File: config.mk
export PLATFORM = sky130hd
export DESIGN_NAME = lcd_display_top
export DESIGN_NICKNAME = d
export VERILOG_FILES = /design/src/source/lcd_pkg.sv /design/src/source/lcd_controller.sv /design/src/source/lcd_display_top.sv /design/src/source/lcd_refresh_seq.sv /design/src/source/lcd_text_buffer.sv
export SDC_FILE = /design/constraint.sdc
export NUM_CORES = 1
export LEC_CHECK = 0
export BUFFER_PORTS_ARGS = -buffer_cell sky130_fd_sc_hd__buf_2
export CAP_MARGIN = 20
export CORE_MARGIN = 4
export CORE_UTILIZATION = 40
export CTS_BUF_LIST = sky130_fd_sc_hd__clkbuf_4
export DETAILED_ROUTE_END_ITERATION = 12
export HOLD_SLACK_MARGIN = 0.02
export SLEW_MARGIN = 20
export SYNTH_ARGS = -nofsm -noshare
export SYNTH_HDL_FRONTEND = slang
export SYNTH_HIERARCHICAL = 1
export SYNTH_SLANG_ARGS = --single-unit
File: constraint.sdc
create_clock -name clk -period 2.2 [get_ports clk]
set_input_delay 0.22 -clock clk [delete_from_list [all_inputs] [get_ports clk]]
set_output_delay 0.22 -clock clk [all_outputs]
set_load 0.1 [all_outputs]
File: src/source/lcd_pkg.sv
package lcd_pkg;
	localparam int CYC_PER_US   = 10;  // clock is 10 MHz
	localparam int PWR_US       = 500;
	localparam int PULSE_US     = 10;  // init enable window
	localparam int INIT_GAP_US  = 50;
	localparam int CLEAR_GAP_US = 200; // clear is the slow one
	localparam int ENTRY_GAP_US = 100;
	localparam int XFER_US      = 50;
	localparam int E_RISE_US    = 1;
	localparam int E_FALL_US    = 14;
	localparam int CNT_W        = 13;  // holds PWR_US * CYC_PER_US

	localparam int PWR_CYC    = PWR_US * CYC_PER_US;
	localparam int FS_END     = PULSE_US * CYC_PER_US;
	localparam int DC_START   = FS_END + INIT_GAP_US * CYC_PER_US;
	localparam int DC_END     = DC_START + PULSE_US * CYC_PER_US;
	localparam int CLR_START  = DC_END + INIT_GAP_US * CYC_PER_US;
	localparam int CLR_END    = CLR_START + PULSE_US * CYC_PER_US;
	localparam int EM_START   = CLR_END + CLEAR_GAP_US * CYC_PER_US;
	localparam int EM_END     = EM_START + PULSE_US * CYC_PER_US;
	localparam int INIT_CYC   = EM_END + ENTRY_GAP_US * CYC_PER_US; // 440 us total
	localparam int XFER_CYC   = XFER_US * CYC_PER_US;
	localparam int E_RISE_CYC = E_RISE_US * CYC_PER_US;
	localparam int E_FALL_CYC = E_FALL_US * CYC_PER_US;

	localparam logic [7:0] OP_FUNC_SET   = 8'h30; // 8-bit interface
	localparam logic [7:0] OP_DISP_CTRL  = 8'h08;
	localparam logic [7:0] OP_CLEAR      = 8'h01;
	localparam logic [7:0] OP_ENTRY_MODE = 8'h04;
	localparam logic [7:0] OP_SET_DDRAM  = 8'h80;

	localparam int CFG_LINES  = 6;
	localparam int CFG_FONT   = 5;
	localparam int CFG_DISP   = 4;
	localparam int CFG_CURSOR = 3;
	localparam int CFG_BLINK  = 2;
	localparam int CFG_INC    = 1;
	localparam int CFG_SHIFT  = 0;

	localparam int         LINE_LEN   = 16;
	localparam int         NUM_CHARS  = 32;
	localparam int         ADDR_W     = 5;
	localparam logic [7:0] LINE1_BASE = 8'h40;
	localparam logic [7:0] BLANK_CHAR = 8'h20; // ascii space

	localparam logic [1:0] ST_PWR  = 2'd0;
	localparam logic [1:0] ST_INIT = 2'd1;
	localparam logic [1:0] ST_IDLE = 2'd2;
	localparam logic [1:0] ST_XFER = 2'd3;

	localparam logic [2:0] SQ_IDLE  = 3'd0;
	localparam logic [2:0] SQ_ADDR  = 3'd1;
	localparam logic [2:0] SQ_FETCH = 3'd2;
	localparam logic [2:0] SQ_ISSUE = 3'd3;
	localparam logic [2:0] SQ_WAIT  = 3'd4;
endpackage

File: src/source/lcd_controller.sv
`timescale 1ns/1ns
module lcd_controller
	import lcd_pkg::*;
(
	input  logic       clk,
	input  logic       rst_n,
	input  logic [6:0] cfg,
	input  logic       lcd_enable,
	input  logic [9:0] lcd_bus,
	output logic       e,
	output logic [7:0] lcd_data,
	output logic       rw,
	output logic       rs,
	output logic       busy
);
	logic [1:0]       state;
	logic [CNT_W-1:0] cnt;
	logic [CNT_W-1:0] cnt_nxt;
	logic [7:0]       func_set;
	logic [7:0]       disp_ctrl;
	logic [7:0]       entry_mode;
	logic             init_e;
	logic [7:0]       init_data;

	assign cnt_nxt = cnt + 1'b1;

	assign func_set   = OP_FUNC_SET | {4'b0000, cfg[CFG_LINES], cfg[CFG_FONT], 2'b00};
	assign disp_ctrl  = OP_DISP_CTRL | {5'b00000, cfg[CFG_DISP], cfg[CFG_CURSOR], cfg[CFG_BLINK]};
	assign entry_mode = OP_ENTRY_MODE | {6'b000000, cfg[CFG_INC], cfg[CFG_SHIFT]};

	// init schedule, data held one cycle past the e fall
	always_comb begin
		init_e    = 1'b0;
		init_data = 8'h00;
		if (cnt <= FS_END) begin
			init_e    = (cnt != FS_END);
			init_data = func_set;
		end else if (cnt >= DC_START && cnt <= DC_END) begin
			init_e    = (cnt != DC_END);
			init_data = disp_ctrl;
		end else if (cnt >= CLR_START && cnt <= CLR_END) begin
			init_e    = (cnt != CLR_END);
			init_data = OP_CLEAR;
		end else if (cnt >= EM_START && cnt <= EM_END) begin
			init_e    = (cnt != EM_END);
			init_data = entry_mode;
		end
	end

	always_ff @(posedge clk or negedge rst_n) begin
		if (!rst_n) begin
			state    <= ST_PWR;
			cnt      <= '0;
			busy     <= 1'b1;
			e        <= 1'b0;
			rs       <= 1'b0;
			rw       <= 1'b0;
			lcd_data <= 8'h00;
		end else begin
			case (state)
				ST_PWR: begin
					busy <= 1'b1;
					if (cnt == CNT_W'(PWR_CYC - 1)) begin // power-up wait over
						cnt   <= '0;
						state <= ST_INIT;
					end else begin
						cnt <= cnt_nxt;
					end
				end
				ST_INIT: begin
					busy     <= 1'b1;
					rs       <= 1'b0;
					rw       <= 1'b0;
					e        <= init_e;
					lcd_data <= init_data;
					if (cnt == CNT_W'(INIT_CYC - 1)) begin
						cnt   <= '0;
						busy  <= 1'b0;
						state <= ST_IDLE;
					end else begin
						cnt <= cnt_nxt;
					end
				end
				ST_IDLE: begin
					e   <= 1'b0;
					cnt <= '0;
					if (lcd_enable) begin // latch the bus word
						busy     <= 1'b1;
						rs       <= lcd_bus[9];
						rw       <= lcd_bus[8];
						lcd_data <= lcd_bus[7:0];
						state    <= ST_XFER;
					end else begin
						busy     <= 1'b0;
						rs       <= 1'b0;
						rw       <= 1'b0;
						lcd_data <= 8'h00;
					end
				end
				ST_XFER: begin
					// e high over [E_RISE_CYC, E_FALL_CYC) of the transfer
					e <= (cnt_nxt >= CNT_W'(E_RISE_CYC)) && (cnt_nxt < CNT_W'(E_FALL_CYC));
					if (cnt == CNT_W'(XFER_CYC - 1)) begin // full instruction time spent
						cnt   <= '0;
						busy  <= 1'b0;
						state <= ST_IDLE;
					end else begin
						cnt <= cnt_nxt;
					end
				end
				default: state <= ST_PWR;
			endcase
		end
	end
endmodule

File: src/source/lcd_display_top.sv
`timescale 1ns/1ns
module lcd_display_top
	import lcd_pkg::*;
(
	input  logic              clk,
	input  logic              rst_n,
	input  logic [6:0]        cfg,
	input  logic              char_we,
	input  logic [ADDR_W-1:0] char_addr,
	input  logic [7:0]        char_data,
	input  logic              refresh,
	output logic              ready,
	output logic              lcd_e,
	output logic              lcd_rs,
	output logic              lcd_rw,
	output logic [7:0]        lcd_data
);
	logic [ADDR_W-1:0] rd_addr;
	logic [7:0]        rd_data;
	logic              seq_enable;
	logic [9:0]        seq_bus;    // {rs, rw, data}
	logic              ctrl_busy;

	lcd_text_buffer u_buf (
		.clk     (clk),
		.rst_n   (rst_n),
		.we      (char_we),
		.wr_addr (char_addr),
		.wr_data (char_data),
		.rd_addr (rd_addr),
		.rd_data (rd_data)
	);

	lcd_refresh_seq u_seq (
		.clk        (clk),
		.rst_n      (rst_n),
		.refresh    (refresh),
		.busy       (ctrl_busy),
		.rd_data    (rd_data),
		.rd_addr    (rd_addr),
		.lcd_enable (seq_enable),
		.lcd_bus    (seq_bus),
		.ready      (ready)
	);

	lcd_controller u_ctrl (
		.clk        (clk),
		.rst_n      (rst_n),
		.cfg        (cfg),
		.lcd_enable (seq_enable),
		.lcd_bus    (seq_bus),
		.e          (lcd_e),
		.lcd_data   (lcd_data),
		.rw         (lcd_rw),
		.rs         (lcd_rs),
		.busy       (ctrl_busy)
	);
endmodule

File: src/source/lcd_refresh_seq.sv
`timescale 1ns/1ns
module lcd_refresh_seq
	import lcd_pkg::*;
(
	input  logic              clk,
	input  logic              rst_n,
	input  logic              refresh,
	input  logic              busy,
	input  logic [7:0]        rd_data,
	output logic [ADDR_W-1:0] rd_addr,
	output logic              lcd_enable,
	output logic [9:0]        lcd_bus,
	output logic              ready
);
	logic [2:0]        state;
	logic [ADDR_W-1:0] idx;       // character being sent
	logic              booted;    // controller has left init
	logic              cmd_sent;  // line address already issued
	logic              line_start;
	logic [7:0]        line_base;

	assign rd_addr    = idx;
	assign ready      = (state == SQ_IDLE) && booted;
	assign line_start = (idx == '0) || (idx == ADDR_W'(LINE_LEN));
	assign line_base  = (idx < ADDR_W'(LINE_LEN)) ? 8'h00 : LINE1_BASE;

	always_ff @(posedge clk or negedge rst_n) begin
		if (!rst_n) begin
			state      <= SQ_IDLE;
			idx        <= '0;
			booted     <= 1'b0;
			cmd_sent   <= 1'b0;
			lcd_enable <= 1'b0;
		end else begin
			lcd_enable <= 1'b0; // single-cycle strobe
			if (!busy) begin
				booted <= 1'b1;
			end
			case (state)
				SQ_IDLE: begin
					if (refresh && ready) begin
						idx      <= '0;
						cmd_sent <= 1'b0;
						state    <= SQ_ADDR;
					end
				end
				SQ_ADDR: begin
					if (line_start && !cmd_sent) begin
						cmd_sent <= 1'b1;
						state    <= SQ_ISSUE;
					end else begin
						state <= SQ_FETCH; // rd_data valid next cycle
					end
				end
				SQ_FETCH: state <= SQ_ISSUE;
				SQ_ISSUE: begin
					if (!busy) begin
						lcd_enable <= 1'b1;
						state      <= SQ_WAIT;
					end
				end
				SQ_WAIT: begin
					// busy is still low while the strobe is out
					if (!lcd_enable && !busy) begin
						if (!lcd_bus[9]) begin
							state <= SQ_ADDR; // address done, now the char
						end else if (idx == ADDR_W'(NUM_CHARS - 1)) begin
							state <= SQ_IDLE;
						end else begin
							idx      <= idx + 1'b1;
							cmd_sent <= 1'b0;
							state    <= SQ_ADDR;
						end
					end
				end
				default: state <= SQ_IDLE;
			endcase
		end
	end

	// bus word, rw always low
	always_ff @(posedge clk) begin
		if (state == SQ_ADDR && line_start && !cmd_sent) begin
			lcd_bus <= {2'b00, OP_SET_DDRAM | line_base};
		end else if (state == SQ_FETCH) begin
			lcd_bus <= {2'b10, rd_data};
		end
	end
endmodule

File: src/source/lcd_text_buffer.sv
`timescale 1ns/1ns
module lcd_text_buffer
	import lcd_pkg::*;
(
	input  logic              clk,
	input  logic              rst_n,
	input  logic              we,
	input  logic [ADDR_W-1:0] wr_addr,
	input  logic [7:0]        wr_data,
	input  logic [ADDR_W-1:0] rd_addr,
	output logic [7:0]        rd_data
);
	logic [7:0] mem [NUM_CHARS]; // line 0 at 0..15, line 1 at 16..31

	always_ff @(posedge clk or negedge rst_n) begin
		if (!rst_n) begin
			for (int i = 0; i < NUM_CHARS; i++) begin
				mem[i] <= BLANK_CHAR; // screen comes up blank
			end
		end else if (we) begin
			mem[wr_addr] <= wr_data;
		end
	end

	// a same-cycle write to rd_addr shows up on the next read
	always_ff @(posedge clk) begin
		rd_data <= mem[rd_addr];
	end
endmodule
# Word-level counts from Yosys, hierarchy flattened
# Index checks and enable logic that the tools add are counted.
[totals]
out_inout_bits = 12
wordCells = 174
register_bits = 311
[op_classes]
n_reduce_logical = 28
add_sub_neg = 2
mux = 56
eq_ne = 26
bitwise_logic = 2
magnitude_cmp = 13
[ops]
columns = ["operator", "n"]
rows = [
  ["bitwise mux 256 bit", 1],
  ["two-way mux 8 bit", 7],
  ["one-hot mux 13 bit (4 select lines)", 1],
  ["binary-select mux 8 bit (select 5 bit)", 1],
  ["demux 8 bit (select 5 bit)", 1],
  ["two-way mux 13 bit", 3],
  ["equality test 13 bit, second input constant", 2],
  ["two-way mux 7 bit", 3],
  ["two-way mux 5 bit", 4],
  ["two-way mux 1 bit", 19],
  ["one-hot mux 8 bit (2 select lines)", 1],
  ["one-hot mux 3 bit (5 select lines)", 1],
  ["adder 13 x 1 -> 13 bit, second input constant", 1],
  ["equality test 13 x 9 -> 1 bit, second input constant", 1],
  ["greater-or-equal comparator 13 x 10 -> 1 bit, second input constant", 1],
  ["greater-or-equal comparator 13 x 11 -> 1 bit, second input constant", 1],
  ["greater-or-equal comparator 13 x 12 -> 1 bit, second input constant", 1],
  ["greater-or-equal comparator 13 x 4 -> 1 bit, second input constant", 1],
  ["less-or-equal comparator 13 x 10 -> 1 bit, second input constant", 1],
  ["less-or-equal comparator 13 x 11 -> 1 bit, second input constant", 1],
  ["less-or-equal comparator 13 x 12 -> 1 bit, second input constant", 1],
  ["less-or-equal comparator 13 x 7 -> 1 bit, second input constant", 1],
  ["< comparator 13 x 8 -> 1 bit, second input constant", 1],
  ["inequality test 13 x 10 -> 1 bit, second input constant", 1],
  ["other kinds (36)", 71],
]

# Logic depth before layout (Yosys ltp)
[depth]
depth_word = 7
depth_mapped = 8

# By module
# Netlist, hierarchy kept.
[modules_own_cells]
columns = ["module", "cells_each", "seq_area_each_um2", "instances", "area_per_inst_um2"]
rows = [
  ["lcd_text_buffer", 707, 6606.3, 1, 11848.9],
  ["lcd_controller", 235, 676.9, 1, 1974.4],
  ["lcd_refresh_seq", 84, 525.5, 1, 975.9],
]

# Least setup slack after synthesis
# OpenSTA, ideal clock, no wires.
[synth_timing]
path_kind = "register -> register"
from = "reg u_seq.state[1]"
to = "reg u_seq.idx[2], in the netlist u_seq/rd_addr[2]"
setup_ps = 125
t_arrival_ps = 4337
path_stages_with_launch = 6
synth_period_minus_slack_ps = 4462
setup_slack_ps = -2262
cell_sequence = "dfrtp_1 -> clkbuf_1 -> nor4b_1 -> nand2_1 -> or4b_1 -> nand2_1"
[synth_between]
elab_chain_len = 5
word_cells_on_any_way = 11
cone_classes = "eq/ne: 5; mux: 1; reduce/logical: 5"
[synth_lines]
columns = ["item", "line", "rtl"]
rows = [
  ["start, declared", "lcd_refresh_seq.sv:15", "logic [2:0] state;"],
  ["start signal, assigned", "lcd_refresh_seq.sv:29", "state <= SQ_IDLE;"],
  ["start signal, assigned", "lcd_refresh_seq.sv:44", "state <= SQ_ADDR;"],
  ["start signal, assigned", "lcd_refresh_seq.sv:50", "state <= SQ_ISSUE;"],
  ["zero test 3 bit", "lcd_refresh_seq.sv:23", "assign ready = (state == SQ_IDLE) && booted;"],
  ["logical AND 1 bit", "lcd_refresh_seq.sv:23", ""],
  ["net ready", "lcd_display_top.sv:12", "output logic ready,"],
  ["logical AND 1 bit", "lcd_refresh_seq.sv:41", "if (refresh && ready) begin"],
  ["inequality test 2 bit (no line)", "n/a", ""],
  ["AND reduction 5 bit (no line)", "n/a", ""],
  ["end signal, assigned", "lcd_refresh_seq.sv:70", "idx <= idx + 1'b1;"],
  ["end, declared", "lcd_refresh_seq.sv:16", "logic [ADDR_W-1:0] idx;"],
]
# The timed path passes the listed nets, and every way through them passes these cells.
# A chain may end at the register's enable or synchronous reset.

# Worst setup path in the final report
[layout_timing]
from = "reg u_seq.idx[1], in the netlist u_seq/rd_addr[1]"
to = "reg u_buf.rd_data[1]"
[layout_between]
elab_chain_len = 4
[layout_lines]
columns = ["item", "line", "rtl"]
rows = [
  ["NOT 5 -> 6 bit (implied by the code)", "lcd_text_buffer.sv:27", "rd_data <= mem[rd_addr];"],
  ["binary-select mux 8 bit (select 5 bit)", "lcd_text_buffer.sv:27", ""],
  ["two-way mux 8 bit (implied by the code) (2 in a row)", "lcd_text_buffer.sv:27", ""],
  ["end signal, assigned", "lcd_text_buffer.sv:27", ""],
  ["end, declared", "lcd_text_buffer.sv:11", "output logic [7:0] rd_data"],
]
# No other way between the ends. The select of a mux whose other input is x is not followed.

==> impl_metrics.toml <==
[run_status]
outcome = "finished, violations left"
violations = "setup timing"

[drt]
wire_per_inst_um = 20.75
drtIter0Drc = 493
viasPerCell = 5.427
route.detailed.drc = 0
ant_nets = 0
num_vias = 9280
drt-pass1-iter-count = 5
wl_um = 35490

[clock_tree]
clkSinkCount = 311
insertion_delay_ns = 0.73
root_buffer = "clkbuf_4"
tritoncts = "yes"
numCtsBuffers = 85
clk_pin_slew_ns = 0.07
clockBufferDepth = 3
cts_max_level = 3

[synthesis]
synthArstFlopShare_pct = 94.53
synth_cells = 1026
ys.flop_type = "dfrtp_1"
synth_area_mm2 = 0.01480
syn_area_per_cell_um2 = 14.42
syn-num-nets = 1061
yosysWarningCount = 6
synth_edf_count = 7
synth-seq-cells = 311
yosysSeqAreaShare_pct = 52.76
synth_cell_types = 70

[placed_design]
portBuffers = 35
dpl_worst_slack_ns = -0.04240
finalWeightedCongestion = 0.7724
dp_hpwl_um = 22080

[setup_path]
path_common_cell = "mux4_2"
crit_path_cell_trace = "buf_12 > clkbuf_16 > mux4_2 > mux4_2 > mux2_4"
r2r_end = "u_buf/rd_data[1]"
slowest_delay_ns = 0.52
rrSetupSlack_ns = -0.03
r2r_start = "u_seq/rd_addr[1]"
r2r_cells = 5
crit_slowest_cell = "mux4_2"
crit_buf_inv = 2
cp_data_required_time_ns = 2.81
critPathLaunchType = "flip-flop"
critPathMaxFanout = 7
cpLargestDelayFamily = "multiplexers"
cp.arrival_ns = 2.83
worstSetupEndpointType = "flip-flop"
worst-setup-path-type = "flip-flop to flip-flop"

[power]
power_density_mw_per_mm2 = 819.1
p_clk_share_pct = 37.1
power_frac_seq_pct = 50.8
intPower_mw = 10.89
p_sw_share_pct = 24.11
net-switching-power_mw = 3.460
total_power_mw = 14.35
vdd_ir_drop_max_v = 0.0004311
leakage_nw = 7.558
comb_power_share_pct = 12.1

[timing]
min_period_over_period_pct = 101.3
relSlewSlack_pct = 59.86
max_freq_mhz = 448.9
fin_ws_ns = -0.02759
grt_setup_unrepaired = "true"
drv_slew = 0
tightest_slew_ns = 0.6021
finalHoldViolations = 0
fin_crit_ns = 2.228
fin_worst_skew_ns = 0.03543
setup_viol = 3

[die]
die_h_um = 200.4
die_w_um = 200.4
ios = 36
initial_utilization_pct = 40.52
dieArea_mm2 = 0.04014
rows = 70
core-area_mm2 = 0.03652

[grt]
grt_max_degree = 60
grt_use_total_pct = 17.99
grt_overflow = 0
grt_pass1_vias = 9978
grt_pass1_wl_um = 56800
antenna_found_initial = 4

[final_layout]
layout_common_cells = "mux2_2 (257), dfrtp_1 (256), clkbuf_4 (139)"
final_layout_size_suffix_gt1_share_pct = 54.47
final_nets = 1208
syn2layout_area_growth_pct = 18.39
final_common_cell = "mux2_2"
fin_util_pct = 47.97

[worst_hold_path]
min_path_type = "input port to flip-flop"
min_to = "u_buf/mem[237]"
hp-start = "char_data[5]"
hold_path_depth = 2

[flow_run]
maxCapViolCount = 0
[synth_stat cells, types with 11 or more instances]
library cell / count / area, um2
mux2_2: 265 / 2984
dfrtp_1: 261 / 6531
mux4_2: 80 / 1802
clkbuf_1: 51 / 191.4
nor2_1: 41 / 153.9
nand2_1: 36 / 135.1
dfstp_2: 33 / 867.1
o21ai_0: 20 / 100.1
inv_1: 18 / 67.56
nand3_1: 14 / 70.07
a21oi_1: 13 / 65.06
ha_1: 11 / 137.6
[power groups by stage]
stage	Sequential, mW	Combinational, mW	Clock [mW]
3_5_place_dp	7.38	1.72	0
3_3_place_gp	7.38	1.65	0
5_1_grt	7.39	1.92	5.90
4_1_cts	7.28	1.75	5.55
6_report	7.28	1.74	5.32
2_1_floorplan	7.16	1.35	0
[worst max-delay path by stage]
| stage | cells after the start | start | endpoint | slack, ns |
|---|---|---|---|---|
| after floorplan | 5 | u_seq/rd_addr[2] | u_buf/rd_data[0] | 0.0003 |
| after global placement | 5 | u_seq/rd_addr[1] | u_buf/rd_data[4] | -0.02 |
| after detailed placement | 5 | u_seq/rd_addr[1] | u_buf/rd_data[4] | -0.04 |
| after CTS | 5 | u_seq/rd_addr[1] | u_buf/rd_data[1] | -0.03 |
| after global routing | 5 | u_seq/rd_addr[1] | u_buf/rd_data[4] | -0.05 |
| final | 5 | u_seq/rd_addr[1] | u_buf/rd_data[1] | -0.03 |
[worst reg2reg max path, delay by kind of cell (launching register included)]
kind,cells,cell delay [ns]
multiplexers,3,1.32
buffers and inverters,2,0.33
flip-flops,1,0.45
[repair_timing]
action / in CTS / in global routing
setup endpoints to repair: 6 / 14
hold buffers: 12 / 0
gates cloned: 1 / 2
hold endpoints to repair: 285 / 0
resized for setup: 5 / 17
setup buffers: 2 / 2
pin swaps: 0 / 3
[per-layer routing]
layer	vias to the layer above	GRT usage [%]	wire length, um
met4	6	5.605	559
met3	47	4.258	1642
met1	4853	25.15	16500
li1	4166	-	-
met2	208	28.02	16710
met5	-	1.071	83
[layout make-up]
| class | instances | area, um2 |
|---|---|---|
| Tap cell | 468 | 585.6 |
| Fill cell | 3212 | 19000 |
| Antenna cell | 1 | 2.502 |
| Timing Repair Buffer | 136 | 1260 |
| Sequential cell | 311 | 7818 |
| Multi-Input combinational cell | 621 | 6656 |
| Inverter | 18 | 67.56 |
| Clock buffer | 139 | 1044 |
| Clock inverter | 16 | 87.58 |
[per-stage QoR]
stage          hold slack (ns)  area, um2  TNS (ns)  std cells
2_1_floorplan         -0.07559      14820         0       1026
3_3_place_gp            0.1626      16040  -0.02326       1535
3_5_place_dp            0.1603      16040  -0.04320       1535
4_1_cts                0.04515      17370  -0.06663       1705
5_1_grt                 0.1031      17520   -0.2287       1710
6_report                0.1202      17520  -0.04156       1710
[flip-flops by register name, summed over array words and instances (netlist names)]
name,flops
u_buf/mem,256
u_ctrl/cnt,13
u_seq/lcd_bus,9
u_buf/rd_data,8
u_ctrl/lcd_data,8
u_seq/rd_addr,5
u_seq/state,3
u_ctrl/state,2
u_ctrl/busy,1
u_ctrl/e,1
u_ctrl/rs,1
u_ctrl/rw,1
u_seq/booted,1
u_seq/cmd_sent,1
u_seq/lcd_enable,1
[logic make-up (layout without fill, tap and decap cells)]
family | Yosys count | after routing | share of synthesized area (%)
xor gates and xnor gates | 13 | 13 | 0.7694
other | 1 | 2 | 0.02534
DFF | 311 | 311 | 52.76
and+or+nand+nor | 180 | 180 | 6.814
AOI/OAI and AO/OA | 67 | 67 | 3.145
muxes | 349 | 349 | 32.69
adders and majority gates | 11 | 11 | 0.9300
buffers and inverters | 94 | 309 | 2.858
(Power assumes the default switching activity.)
